[src/rtl/uart_pkg.sv]
package uart_pkg;

  // ------------------------------------------------------------------
  // character framing
  // ------------------------------------------------------------------
  localparam int DATA_W     = 8;   // bits per character
  localparam int OVERSAMPLE = 16;  // ticks per bit

  // ------------------------------------------------------------------
  // line status vector
  // ------------------------------------------------------------------
  localparam int LSR_W    = 7;
  localparam int LSR_DR   = 0;  // rx data ready
  localparam int LSR_OE   = 1;  // rx overrun, sticky
  localparam int LSR_PE   = 2;  // parity error, sticky
  localparam int LSR_FE   = 3;  // framing error, sticky
  localparam int LSR_UE   = 4;  // read of empty rx fifo, sticky
  localparam int LSR_TFE  = 5;  // tx fifo empty
  localparam int LSR_TEMT = 6;  // tx fifo empty and shifter idle

  // ------------------------------------------------------------------
  // interrupt identification, enables
  // ------------------------------------------------------------------
  localparam int IIR_W = 4;
  localparam logic [IIR_W-1:0] IIR_NONE = 4'b0001;  // bit 0 high: nothing pending
  localparam logic [IIR_W-1:0] IIR_RLS  = 4'b0110;  // line status, highest
  localparam logic [IIR_W-1:0] IIR_RDA  = 4'b0100;  // rx data at trigger
  localparam logic [IIR_W-1:0] IIR_THRE = 4'b0010;  // tx fifo empty, lowest

  localparam int IER_RLS  = 0;
  localparam int IER_RDA  = 1;
  localparam int IER_THRE = 2;

endpackage
[src/rtl/uart_top.sv]
`timescale 1ns/10ps

module uart_top #(
  parameter int FIFO_DEPTH = 8,
  parameter int DIV_W      = 12,
  parameter int CNT_W      = $clog2(FIFO_DEPTH + 1)
) (
  input  logic                        clk,
  input  logic                        rst_i,
  input  logic [DIV_W-1:0]            divisor_i,
  input  logic                        parity_en_i,
  input  logic [2:0]                  ier_i,
  input  logic [CNT_W-1:0]            trigger_i,
  // transmit, credit flow control
  input  logic [uart_pkg::DATA_W-1:0] tx_data_i,
  input  logic                        tx_write_i,
  output logic [CNT_W-1:0]            tx_credit_o,
  // receive
  output logic [uart_pkg::DATA_W-1:0] rx_data_o,
  input  logic                        rx_read_i,
  output logic [CNT_W-1:0]            rx_count_o,
  // status and interrupt
  input  logic                        status_read_i,
  output logic [uart_pkg::LSR_W-1:0]  lsr_o,
  output logic [uart_pkg::IIR_W-1:0]  iir_o,
  output logic                        irq_o,
  // serial pins
  input  logic                        rxd_i,
  output logic                        txd_o
);

  logic tick;        // 16x bit rate
  logic tx_empty;
  logic tx_idle;
  logic frame_done;  // rx events
  logic parity_err;
  logic frame_err;
  logic overrun;
  logic underrun;

  uart_baud_gen #(
    .DIV_W (DIV_W)
  ) baud_gen_i (
    .clk       (clk),
    .rst_i     (rst_i),
    .divisor_i (divisor_i),
    .tick_o    (tick)
  );

  uart_tx #(
    .FIFO_DEPTH (FIFO_DEPTH),
    .CNT_W      (CNT_W)
  ) tx_i (
    .clk         (clk),
    .rst_i       (rst_i),
    .tick_i      (tick),
    .parity_en_i (parity_en_i),
    .tx_data_i   (tx_data_i),
    .tx_write_i  (tx_write_i),
    .tx_credit_o (tx_credit_o),
    .tx_empty_o  (tx_empty),
    .tx_idle_o   (tx_idle),
    .txd_o       (txd_o)
  );

  uart_rx #(
    .FIFO_DEPTH (FIFO_DEPTH),
    .CNT_W      (CNT_W)
  ) rx_i (
    .clk          (clk),
    .rst_i        (rst_i),
    .tick_i       (tick),
    .parity_en_i  (parity_en_i),
    .rxd_i        (rxd_i),
    .rx_read_i    (rx_read_i),
    .rx_data_o    (rx_data_o),
    .rx_count_o   (rx_count_o),
    .frame_done_o (frame_done),
    .parity_err_o (parity_err),
    .frame_err_o  (frame_err),
    .overrun_o    (overrun),
    .underrun_o   (underrun)
  );

  uart_line_status #(
    .CNT_W (CNT_W)
  ) line_status_i (
    .clk           (clk),
    .rst_i         (rst_i),
    .ier_i         (ier_i),
    .trigger_i     (trigger_i),
    .status_read_i (status_read_i),
    .rx_count_i    (rx_count_o),
    .frame_done_i  (frame_done),
    .parity_err_i  (parity_err),
    .frame_err_i   (frame_err),
    .overrun_i     (overrun),
    .underrun_i    (underrun),
    .tx_empty_i    (tx_empty),
    .tx_idle_i     (tx_idle),
    .lsr_o         (lsr_o),
    .iir_o         (iir_o),
    .irq_o         (irq_o)
  );

endmodule

[src/rtl/uart_line_status.sv]
`timescale 1ns/10ps

module uart_line_status #(
  parameter int CNT_W = 4
) (
  input  logic                         clk,
  input  logic                         rst_i,
  input  logic [2:0]                   ier_i,
  input  logic [CNT_W-1:0]             trigger_i,
  input  logic                         status_read_i,
  input  logic [CNT_W-1:0]             rx_count_i,
  input  logic                         frame_done_i,
  input  logic                         parity_err_i,
  input  logic                         frame_err_i,
  input  logic                         overrun_i,
  input  logic                         underrun_i,
  input  logic                         tx_empty_i,
  input  logic                         tx_idle_i,
  output logic [uart_pkg::LSR_W-1:0]   lsr_o,
  output logic [uart_pkg::IIR_W-1:0]   iir_o,
  output logic                         irq_o
);

  // tx side empty and idle out of reset
  localparam logic [uart_pkg::LSR_W-1:0] LSR_RST =
    uart_pkg::LSR_W'((1 << uart_pkg::LSR_TFE) | (1 << uart_pkg::LSR_TEMT));

  logic [uart_pkg::LSR_W-1:0] lsr;
  logic                       keep;      // sticky bits hold unless read
  logic                       rls_int;
  logic                       rda_int;
  logic                       thre_int;

  assign keep  = !status_read_i;
  assign lsr_o = lsr;

  // ------------------------------------------------------------------
  // status bits with set winning over the clearing read
  // ------------------------------------------------------------------
  always_ff @(posedge clk)
  begin
    if (rst_i)
      lsr <= LSR_RST;
    else
    begin
      lsr[uart_pkg::LSR_DR]   <= (rx_count_i != '0);
      lsr[uart_pkg::LSR_OE]   <= overrun_i | (lsr[uart_pkg::LSR_OE] & keep);
      lsr[uart_pkg::LSR_PE]   <= (frame_done_i & parity_err_i)
                                 | (lsr[uart_pkg::LSR_PE] & keep);
      lsr[uart_pkg::LSR_FE]   <= (frame_done_i & frame_err_i)
                                 | (lsr[uart_pkg::LSR_FE] & keep);
      lsr[uart_pkg::LSR_UE]   <= underrun_i | (lsr[uart_pkg::LSR_UE] & keep);
      lsr[uart_pkg::LSR_TFE]  <= tx_empty_i;
      lsr[uart_pkg::LSR_TEMT] <= tx_idle_i;
    end
  end

  // ------------------------------------------------------------------
  // interrupt conditions and priority
  // ------------------------------------------------------------------
  assign rls_int  = ier_i[uart_pkg::IER_RLS]
                    & (lsr[uart_pkg::LSR_OE] | lsr[uart_pkg::LSR_PE]
                       | lsr[uart_pkg::LSR_FE] | lsr[uart_pkg::LSR_UE]);
  assign rda_int  = ier_i[uart_pkg::IER_RDA] & (trigger_i != '0)  // trigger 0 disables
                    & (rx_count_i >= trigger_i);
  assign thre_int = ier_i[uart_pkg::IER_THRE] & lsr[uart_pkg::LSR_TFE];

  always_ff @(posedge clk)
  begin
    if (rst_i)
    begin
      iir_o <= uart_pkg::IIR_NONE;
      irq_o <= 1'b0;
    end
    else
    begin
      irq_o <= rls_int | rda_int | thre_int;
      if (rls_int)
        iir_o <= uart_pkg::IIR_RLS;
      else if (rda_int)
        iir_o <= uart_pkg::IIR_RDA;
      else if (thre_int)
        iir_o <= uart_pkg::IIR_THRE;
      else
        iir_o <= uart_pkg::IIR_NONE;
    end
  end

  a_irq_has_id : assert property (
    @(posedge clk) disable iff (rst_i) irq_o |-> iir_o != uart_pkg::IIR_NONE);

endmodule

[src/rtl/uart_rx.sv]
`timescale 1ns/10ps

module uart_rx #(
  parameter int FIFO_DEPTH = 8,
  parameter int CNT_W      = 4
) (
  input  logic                        clk,
  input  logic                        rst_i,
  input  logic                        tick_i,
  input  logic                        parity_en_i,
  input  logic                        rxd_i,
  input  logic                        rx_read_i,
  output logic [uart_pkg::DATA_W-1:0] rx_data_o,
  output logic [CNT_W-1:0]            rx_count_o,
  output logic                        frame_done_o,
  output logic                        parity_err_o,
  output logic                        frame_err_o,
  output logic                        overrun_o,
  output logic                        underrun_o
);

  localparam int PTR_W = $clog2(FIFO_DEPTH);
  localparam int TCK_W = $clog2(uart_pkg::OVERSAMPLE);

  localparam logic [1:0] S_IDLE  = 2'd0;
  localparam logic [1:0] S_START = 2'd1;  // waiting for mid start bit
  localparam logic [1:0] S_BITS  = 2'd2;  // data, parity, stop

  logic                        sync1;
  logic                        rxd_s;     // synchronized line
  logic [1:0]                  state;
  logic [TCK_W-1:0]            tick_cnt;
  logic [3:0]                  bits_left;
  logic [uart_pkg::DATA_W:0]   shreg;     // parity and data, filled from msb
  logic [uart_pkg::DATA_W-1:0] rx_byte;
  logic                        sample;
  logic                        stop_sample;
  logic                        full;
  logic                        push;
  logic                        pop;
  logic [uart_pkg::DATA_W-1:0] mem [FIFO_DEPTH];
  logic [PTR_W-1:0]            wr_ptr;
  logic [PTR_W-1:0]            rd_ptr;
  logic [CNT_W-1:0]            count;

  assign sample      = tick_i && (state == S_BITS)
                       && (tick_cnt == TCK_W'(uart_pkg::OVERSAMPLE - 1));
  assign stop_sample = sample && (bits_left == 4'd1);
  assign rx_byte     = parity_en_i ? shreg[uart_pkg::DATA_W-1:0]
                                   : shreg[uart_pkg::DATA_W:1];
  assign full        = (count == CNT_W'(FIFO_DEPTH));
  assign push        = stop_sample && !full;  // kept even with errors
  assign pop         = rx_read_i && (count != '0);

  assign rx_data_o  = mem[rd_ptr];
  assign rx_count_o = count;

  always_ff @(posedge clk)
  begin
    if (rst_i)
    begin
      sync1 <= 1'b1;  // idle line level
      rxd_s <= 1'b1;
    end
    else
    begin
      sync1 <= rxd_i;
      rxd_s <= sync1;
    end
  end

  // ------------------------------------------------------------------
  // frame fsm
  // ------------------------------------------------------------------
  always_ff @(posedge clk)
  begin
    if (rst_i)
    begin
      state     <= S_IDLE;
      tick_cnt  <= '0;
      bits_left <= '0;
    end
    else if (tick_i)
    begin
      case (state)
        S_IDLE:
          if (!rxd_s)
          begin
            state    <= S_START;
            tick_cnt <= '0;
          end
        S_START:
          if (tick_cnt == TCK_W'(uart_pkg::OVERSAMPLE / 2 - 1))
          begin
            state     <= rxd_s ? S_IDLE : S_BITS;  // high again, was a glitch
            tick_cnt  <= '0;
            bits_left <= parity_en_i ? 4'd10 : 4'd9;
          end
          else
            tick_cnt <= tick_cnt + 1'b1;
        S_BITS:
        begin
          tick_cnt <= tick_cnt + 1'b1;  // wraps at mid of next bit
          if (sample)
          begin
            bits_left <= bits_left - 1'b1;
            if (stop_sample)
              state <= S_IDLE;
          end
        end
        default: state <= S_IDLE;
      endcase
    end
  end

  always_ff @(posedge clk)
  begin
    if (sample && !stop_sample)
      shreg <= {rxd_s, shreg[uart_pkg::DATA_W:1]};
  end

  // one-cycle events to line status
  always_ff @(posedge clk)
  begin
    if (rst_i)
    begin
      frame_done_o <= 1'b0;
      parity_err_o <= 1'b0;
      frame_err_o  <= 1'b0;
      overrun_o    <= 1'b0;
      underrun_o   <= 1'b0;
    end
    else
    begin
      frame_done_o <= stop_sample;
      parity_err_o <= stop_sample && parity_en_i && (^shreg);  // odd ones count
      frame_err_o  <= stop_sample && !rxd_s;                   // stop bit low
      overrun_o    <= stop_sample && full;                     // frame dropped
      underrun_o   <= rx_read_i && (count == '0);
    end
  end

  // ------------------------------------------------------------------
  // receive fifo
  // ------------------------------------------------------------------
  always_ff @(posedge clk)
  begin
    if (push)
      mem[wr_ptr] <= rx_byte;
  end

  always_ff @(posedge clk)
  begin
    if (rst_i)
    begin
      wr_ptr <= '0;
      rd_ptr <= '0;
      count  <= '0;
    end
    else
    begin
      if (push)
        wr_ptr <= wr_ptr + 1'b1;
      if (pop)
        rd_ptr <= rd_ptr + 1'b1;
      count <= count + CNT_W'(push) - CNT_W'(pop);
    end
  end

  a_count_bound : assert property (
    @(posedge clk) disable iff (rst_i) rx_count_o <= CNT_W'(FIFO_DEPTH));

endmodule

[src/rtl/uart_tx.sv]
`timescale 1ns/10ps

module uart_tx #(
  parameter int FIFO_DEPTH = 8,
  parameter int CNT_W      = 4
) (
  input  logic                        clk,
  input  logic                        rst_i,
  input  logic                        tick_i,
  input  logic                        parity_en_i,
  input  logic [uart_pkg::DATA_W-1:0] tx_data_i,
  input  logic                        tx_write_i,
  output logic [CNT_W-1:0]            tx_credit_o,
  output logic                        tx_empty_o,
  output logic                        tx_idle_o,
  output logic                        txd_o
);

  localparam int PTR_W = $clog2(FIFO_DEPTH);  // depth is a power of two
  localparam int TCK_W = $clog2(uart_pkg::OVERSAMPLE);
  localparam int FRM_W = uart_pkg::DATA_W + 3;  // start, data, parity, stop

  logic [uart_pkg::DATA_W-1:0] mem [FIFO_DEPTH];
  logic [PTR_W-1:0]            wr_ptr;
  logic [PTR_W-1:0]            rd_ptr;
  logic [CNT_W-1:0]            credit;     // free slots
  logic                        busy;
  logic [FRM_W-1:0]            frame;      // shifts out lsb first
  logic [3:0]                  bits_left;
  logic [TCK_W-1:0]            tick_cnt;
  logic                        empty;
  logic                        load;
  logic                        bit_end;

  assign empty   = (credit == CNT_W'(FIFO_DEPTH));
  assign load    = tick_i && !busy && !empty;  // frames start on a tick edge
  assign bit_end = tick_i && busy && (tick_cnt == TCK_W'(uart_pkg::OVERSAMPLE - 1));

  assign tx_credit_o = credit;
  assign tx_empty_o  = empty;
  assign tx_idle_o   = empty && !busy;
  assign txd_o       = frame[0];  // all ones while idle

  // ------------------------------------------------------------------
  // fifo and credit
  // ------------------------------------------------------------------
  always_ff @(posedge clk)
  begin
    if (tx_write_i)
      mem[wr_ptr] <= tx_data_i;
  end

  always_ff @(posedge clk)
  begin
    if (rst_i)
    begin
      wr_ptr <= '0;
      rd_ptr <= '0;
      credit <= CNT_W'(FIFO_DEPTH);
    end
    else
    begin
      if (tx_write_i)
        wr_ptr <= wr_ptr + 1'b1;
      if (load)
        rd_ptr <= rd_ptr + 1'b1;
      case ({tx_write_i, load})
        2'b10:   credit <= credit - 1'b1;
        2'b01:   credit <= credit + 1'b1;  // slot freed by the shifter
        default: credit <= credit;         // both or neither, no change
      endcase
    end
  end

  // ------------------------------------------------------------------
  // serializer
  // ------------------------------------------------------------------
  always_ff @(posedge clk)
  begin
    if (rst_i)
    begin
      busy      <= 1'b0;
      frame     <= '1;
      bits_left <= '0;
      tick_cnt  <= '0;
    end
    else if (load)
    begin
      busy      <= 1'b1;
      tick_cnt  <= '0;
      // even parity: parity bit makes the count of ones even
      frame     <= parity_en_i ? {1'b1, ^mem[rd_ptr], mem[rd_ptr], 1'b0}
                               : {2'b11, mem[rd_ptr], 1'b0};
      bits_left <= parity_en_i ? 4'd11 : 4'd10;
    end
    else if (tick_i && busy)
    begin
      tick_cnt <= tick_cnt + 1'b1;  // wraps at bit end
      if (bit_end)
      begin
        frame     <= {1'b1, frame[FRM_W-1:1]};
        bits_left <= bits_left - 1'b1;
        busy      <= (bits_left != 4'd1);  // stop bit done
      end
    end
  end

  // host must hold off writes while no slot is advertised
  a_write_needs_credit : assert property (
    @(posedge clk) disable iff (rst_i) tx_write_i |-> tx_credit_o != '0);

endmodule

[src/rtl/uart_baud_gen.sv]
`timescale 1ns/10ps

module uart_baud_gen #(
  parameter int DIV_W = 12
) (
  input  logic             clk,
  input  logic             rst_i,
  input  logic [DIV_W-1:0] divisor_i,  // clocks per oversampling tick
  output logic             tick_o
);

  logic [DIV_W-1:0] cnt;  // counts down to the next tick

  always_ff @(posedge clk)
  begin
    if (rst_i)
    begin
      cnt    <= '0;
      tick_o <= 1'b0;
    end
    else if (divisor_i == '0)
    begin
      tick_o <= 1'b0;  // divisor 0 parks the core, count held
    end
    else if (cnt == '0)
    begin
      cnt    <= divisor_i - 1'b1;  // reload
      tick_o <= 1'b1;
    end
    else
    begin
      cnt    <= cnt - 1'b1;
      tick_o <= 1'b0;
    end
  end

endmodule

[config.mk]
export PLATFORM = sky130hd
export DESIGN_NAME = uart_top
export DESIGN_NICKNAME = d
export VERILOG_FILES = /design/src/rtl/uart_pkg.sv /design/src/rtl/uart_top.sv /design/src/rtl/uart_line_status.sv /design/src/rtl/uart_rx.sv /design/src/rtl/uart_tx.sv /design/src/rtl/uart_baud_gen.sv
export SDC_FILE = /design/constraint.sdc
export NUM_CORES = 1
export LEC_CHECK = 0
export BUFFER_PORTS_ARGS = -buffer_cell sky130_fd_sc_hd__buf_2
export CAP_MARGIN = 20
export CORE_UTILIZATION = 56
export CTS_CLUSTER_DIAMETER = 200
export DETAILED_ROUTE_END_ITERATION = 8
export PLACE_DENSITY = 0.74
export SETUP_SLACK_MARGIN = 0.15
export SYNTH_ARGS = -nofsm -noshare
export SYNTH_HDL_FRONTEND = slang
export SYNTH_SLANG_ARGS = --single-unit
export TNS_END_PERCENT = 5
[constraint.sdc]
create_clock -name clk -period 3.7 [get_ports clk]
set_input_delay 0.185 -clock clk [delete_from_list [all_inputs] [get_ports clk]]
set_output_delay 0.185 -clock clk [all_outputs]
set_load 0.005 [all_outputs]
==> impl_metrics.ini <==
[final_layout]
multi_input_area_um2 = 3700
nFillCells = 1212
fin_area_um2 = 11200
diodes = 0
drive_gt1_share_pct = 19.2
syn2layout_area_growth_pct = 14.7
seqCellArea_um2 = 5840
layout.nets = 887

[power_and_ir_drop]
powerDensity_nw_per_um2 = 611
power_frac_clock_pct = 33.1
finalPower_mw = 6.83
p_leak_nw = 4.03
vdd.ir_drop.worst_mv = 0.483
p_switching_mw = 1.88
power_frac_comb_pct = 22.5
seq_power_share_pct = 44.4
swShare_pct = 27.5
cell_internal_pwr_mw = 4.96

[timing]
layout_min_cycle_time_ns = 2.97
finalMaxSlewViolations = 0
worstMarginPinSlew_ns = 0.836
whs_ns = 0.0149
finalClockSkew_ns = 0.0183
tns_ns = 0
setup_violations = 0
hold_viol_final = 0
finalWorstSetupSlack_ns = 0.734
rsz0062_at_grt = false
fmaxAchievable_mhz = 337
max_slew_margin_pct = 44.1
fin_crit_sh_pct = 80.2

[grt]
antenna_found_initial = 0
grt_pass1_vias = 6250
grt_pass1_wl_mm = 31.1
gr-total-overflow = 0
grt_max_degree = 39
grtUsageTotal_pct = 22.0

[placement]
postPlaceCellArea_um2 = 10300
place_congestion = 0.850
portBuffers = 61
pre_cts_ws_ns = 0.771
dp_hpwl_mm = 13.1

[floorplanning]
core_um2 = 16800
die_h_um = 134
boundaryPins = 63
initial_core_util_pct = 58.0
rows = 47
die_x_um = 134
dieArea_um2 = 18000

[drt]
first_iter_violations = 295
routedWlPerCell_um = 17.9
drt-total-wl_mm = 19.0
drt_pass1_iterations = 5
via_per_inst = 5.71
vias = 6046
drc_errors = 0
ant_nets = 0

[synthesis]
synth_cells = 740
synth-edff-count = 137
synthesis.nets = 804
syn_avg_cell_area_um2 = 13.2
synth_warnings = 0
synth_cell_types = 56
synthArstFlopShare_pct = 0
yosysSeqAreaShare_pct = 59.8
synth-seq-cells = 223
synth_flop_cell = edfxtp_1
yosysTopAreaCell = edfxtp_1
synthTopCellsByCount = edfxtp_1, dfxtp_1, nor2_1, nand2_1, xnor2_1
syn_area_um2 = 9760
yosysMostFrequentCell = edfxtp_1
synth.top_cell.area_share_pct = 42.2
synthTopCellsByArea = edfxtp_1, dfxtp_1, mux4_2

[clock_network]
cts_tree = built
worst_setup_hold_path_clk_slew_ns = 0.06
clock_latency_ns = 0.51
numCtsBuffers = 23
cts_sinks = 223
post-cts-setup-buffers = 0
clockRootBuffer = clkbuf_16
postCtsHoldBufs = 13
cts_resized = 0
htreeDepth = 1
cts.path.max_buffers = 3

[status]
status = finished clean

[worst_setup_path]
cp_max_fo = 13
critical_path_class = register to register
startpoint_type = register
cp_data_required_time_ns = 3.84
end_kind = register
arrival_ns = 3.11

[run]
cap_violations = 0

[hold_path]
holdCritPathClass = input port to register
-- kinds of logic (layout without fill, tap and decap cells) --
kind of cell | Yosys count | count (layout) | share of synthesized area [%]
and+or+nand+nor | 204 | 204 | 10.1
adders and majority gates | 30 | 30 | 4.00
other | 1 | 1 | 0.0384
buffers and inverters | 54 | 153 | 2.28
AOI/OAI and AO/OA | 93 | 93 | 5.95
muxes | 76 | 76 | 12.5
DFF | 223 | 223 | 59.8
xor gates and xnor gates | 59 | 59 | 5.30
-- critical path: stages (launching register included) --
cell	delay, ns
dfxtp_1	0.34
inv_1	0.09
ha_1	0.42
nand3_1	0.12
or2_2	0.30
or2_2	0.33
a21oi_1	0.13
buf_4	0.16
nand2b_1	0.15
nor2_1	0.56
-- path summary, 6_finish.rpt --
kind | start | end | slack (ns) | depth (start not counted)
max | rx_i.state[0] | rx_i.mem[4][0] | 0.73 | 9
min | ier_i[2] | line_status_i.irq_o | 0.01 | 3
max reg2reg | rx_i.state[0] | rx_i.mem[4][0] | 0.73 | 9
min reg2reg | rx_i.sync1 | rx_i.rxd_s | 0.41 | 1
-- state kept, by name, summed over array words and instances, names as in the netlist, 4 cells and up, named ones only --
register / flops
rx_i.mem: 64
tx_i.mem: 64
baud_gen_i.cnt: 12
tx_i.frame: 10
rx_i.shreg: 9
line_status_i.lsr_o: 7
rx_i.bits_left: 4
rx_i.rx_count_o: 4
rx_i.tick_cnt: 4
tx_i.bits_left: 4
tx_i.tick_cnt: 4
tx_i.tx_credit_o: 4
-- layout make-up --
class                           count  area share (%)
Clock buffer                       29            5.34
Clock inverter                     12            1.24
Inverter                           26           0.872
Multi-Input combinational cell    463            33.1
Sequential cell                   223            52.1
Tap cell                          220            2.46
Timing Repair Buffer               86            4.87
-- cells in the final DEF (no fill, tap or decap), types with 6 or more instances in the layout --
master / n
inv_1: 26
dfxtp_1: 86
clkbuf_1: 6
xor2_1: 24
mux2_2: 18
nor3_1: 19
nand2_1: 40
xnor2_1: 35
edfxtp_1: 137
dlygate4sd3_1: 13
nand2b_1: 11
nor2b_1: 7
mux4_2: 30
buf_2: 61
a21oi_1: 34
ha_1: 28
o21ai_0: 19
nor4_1: 6
mux2i_1: 24
nor2_1: 73
nand3_1: 14
buf_4: 11
clkbuf_16: 23
a221oi_1: 9
-- layer usage --
layer	global-route usage [%]	vias to the layer above	wire length, µm
met1	27.7	2962	8170
met5	0	-	0
met4	5.93	0	397
li1	-	2917	-
met2	39.9	134	9690
met3	2.95	33	725
-- through the flow --
stage          instances  util [%]
6_report            1059      66.5
5_1_grt             1059      66.5
4_1_cts             1058      66.4
3_5_place_dp        1004      61.2
3_3_place_gp        1004      61.2
2_1_floorplan        740         -
-- power by group through the flow --
stage	sequential (mW)	clock (mW)	combinational, mW
2_1_floorplan	3.01	0	1.16
3_3_place_gp	3.10	0	1.39
3_5_place_dp	3.12	0	1.46
4_1_cts	3.07	2.31	1.48
5_1_grt	3.07	2.40	1.72
6_report	3.03	2.26	1.54
Power figures use the tool's default switching activity.
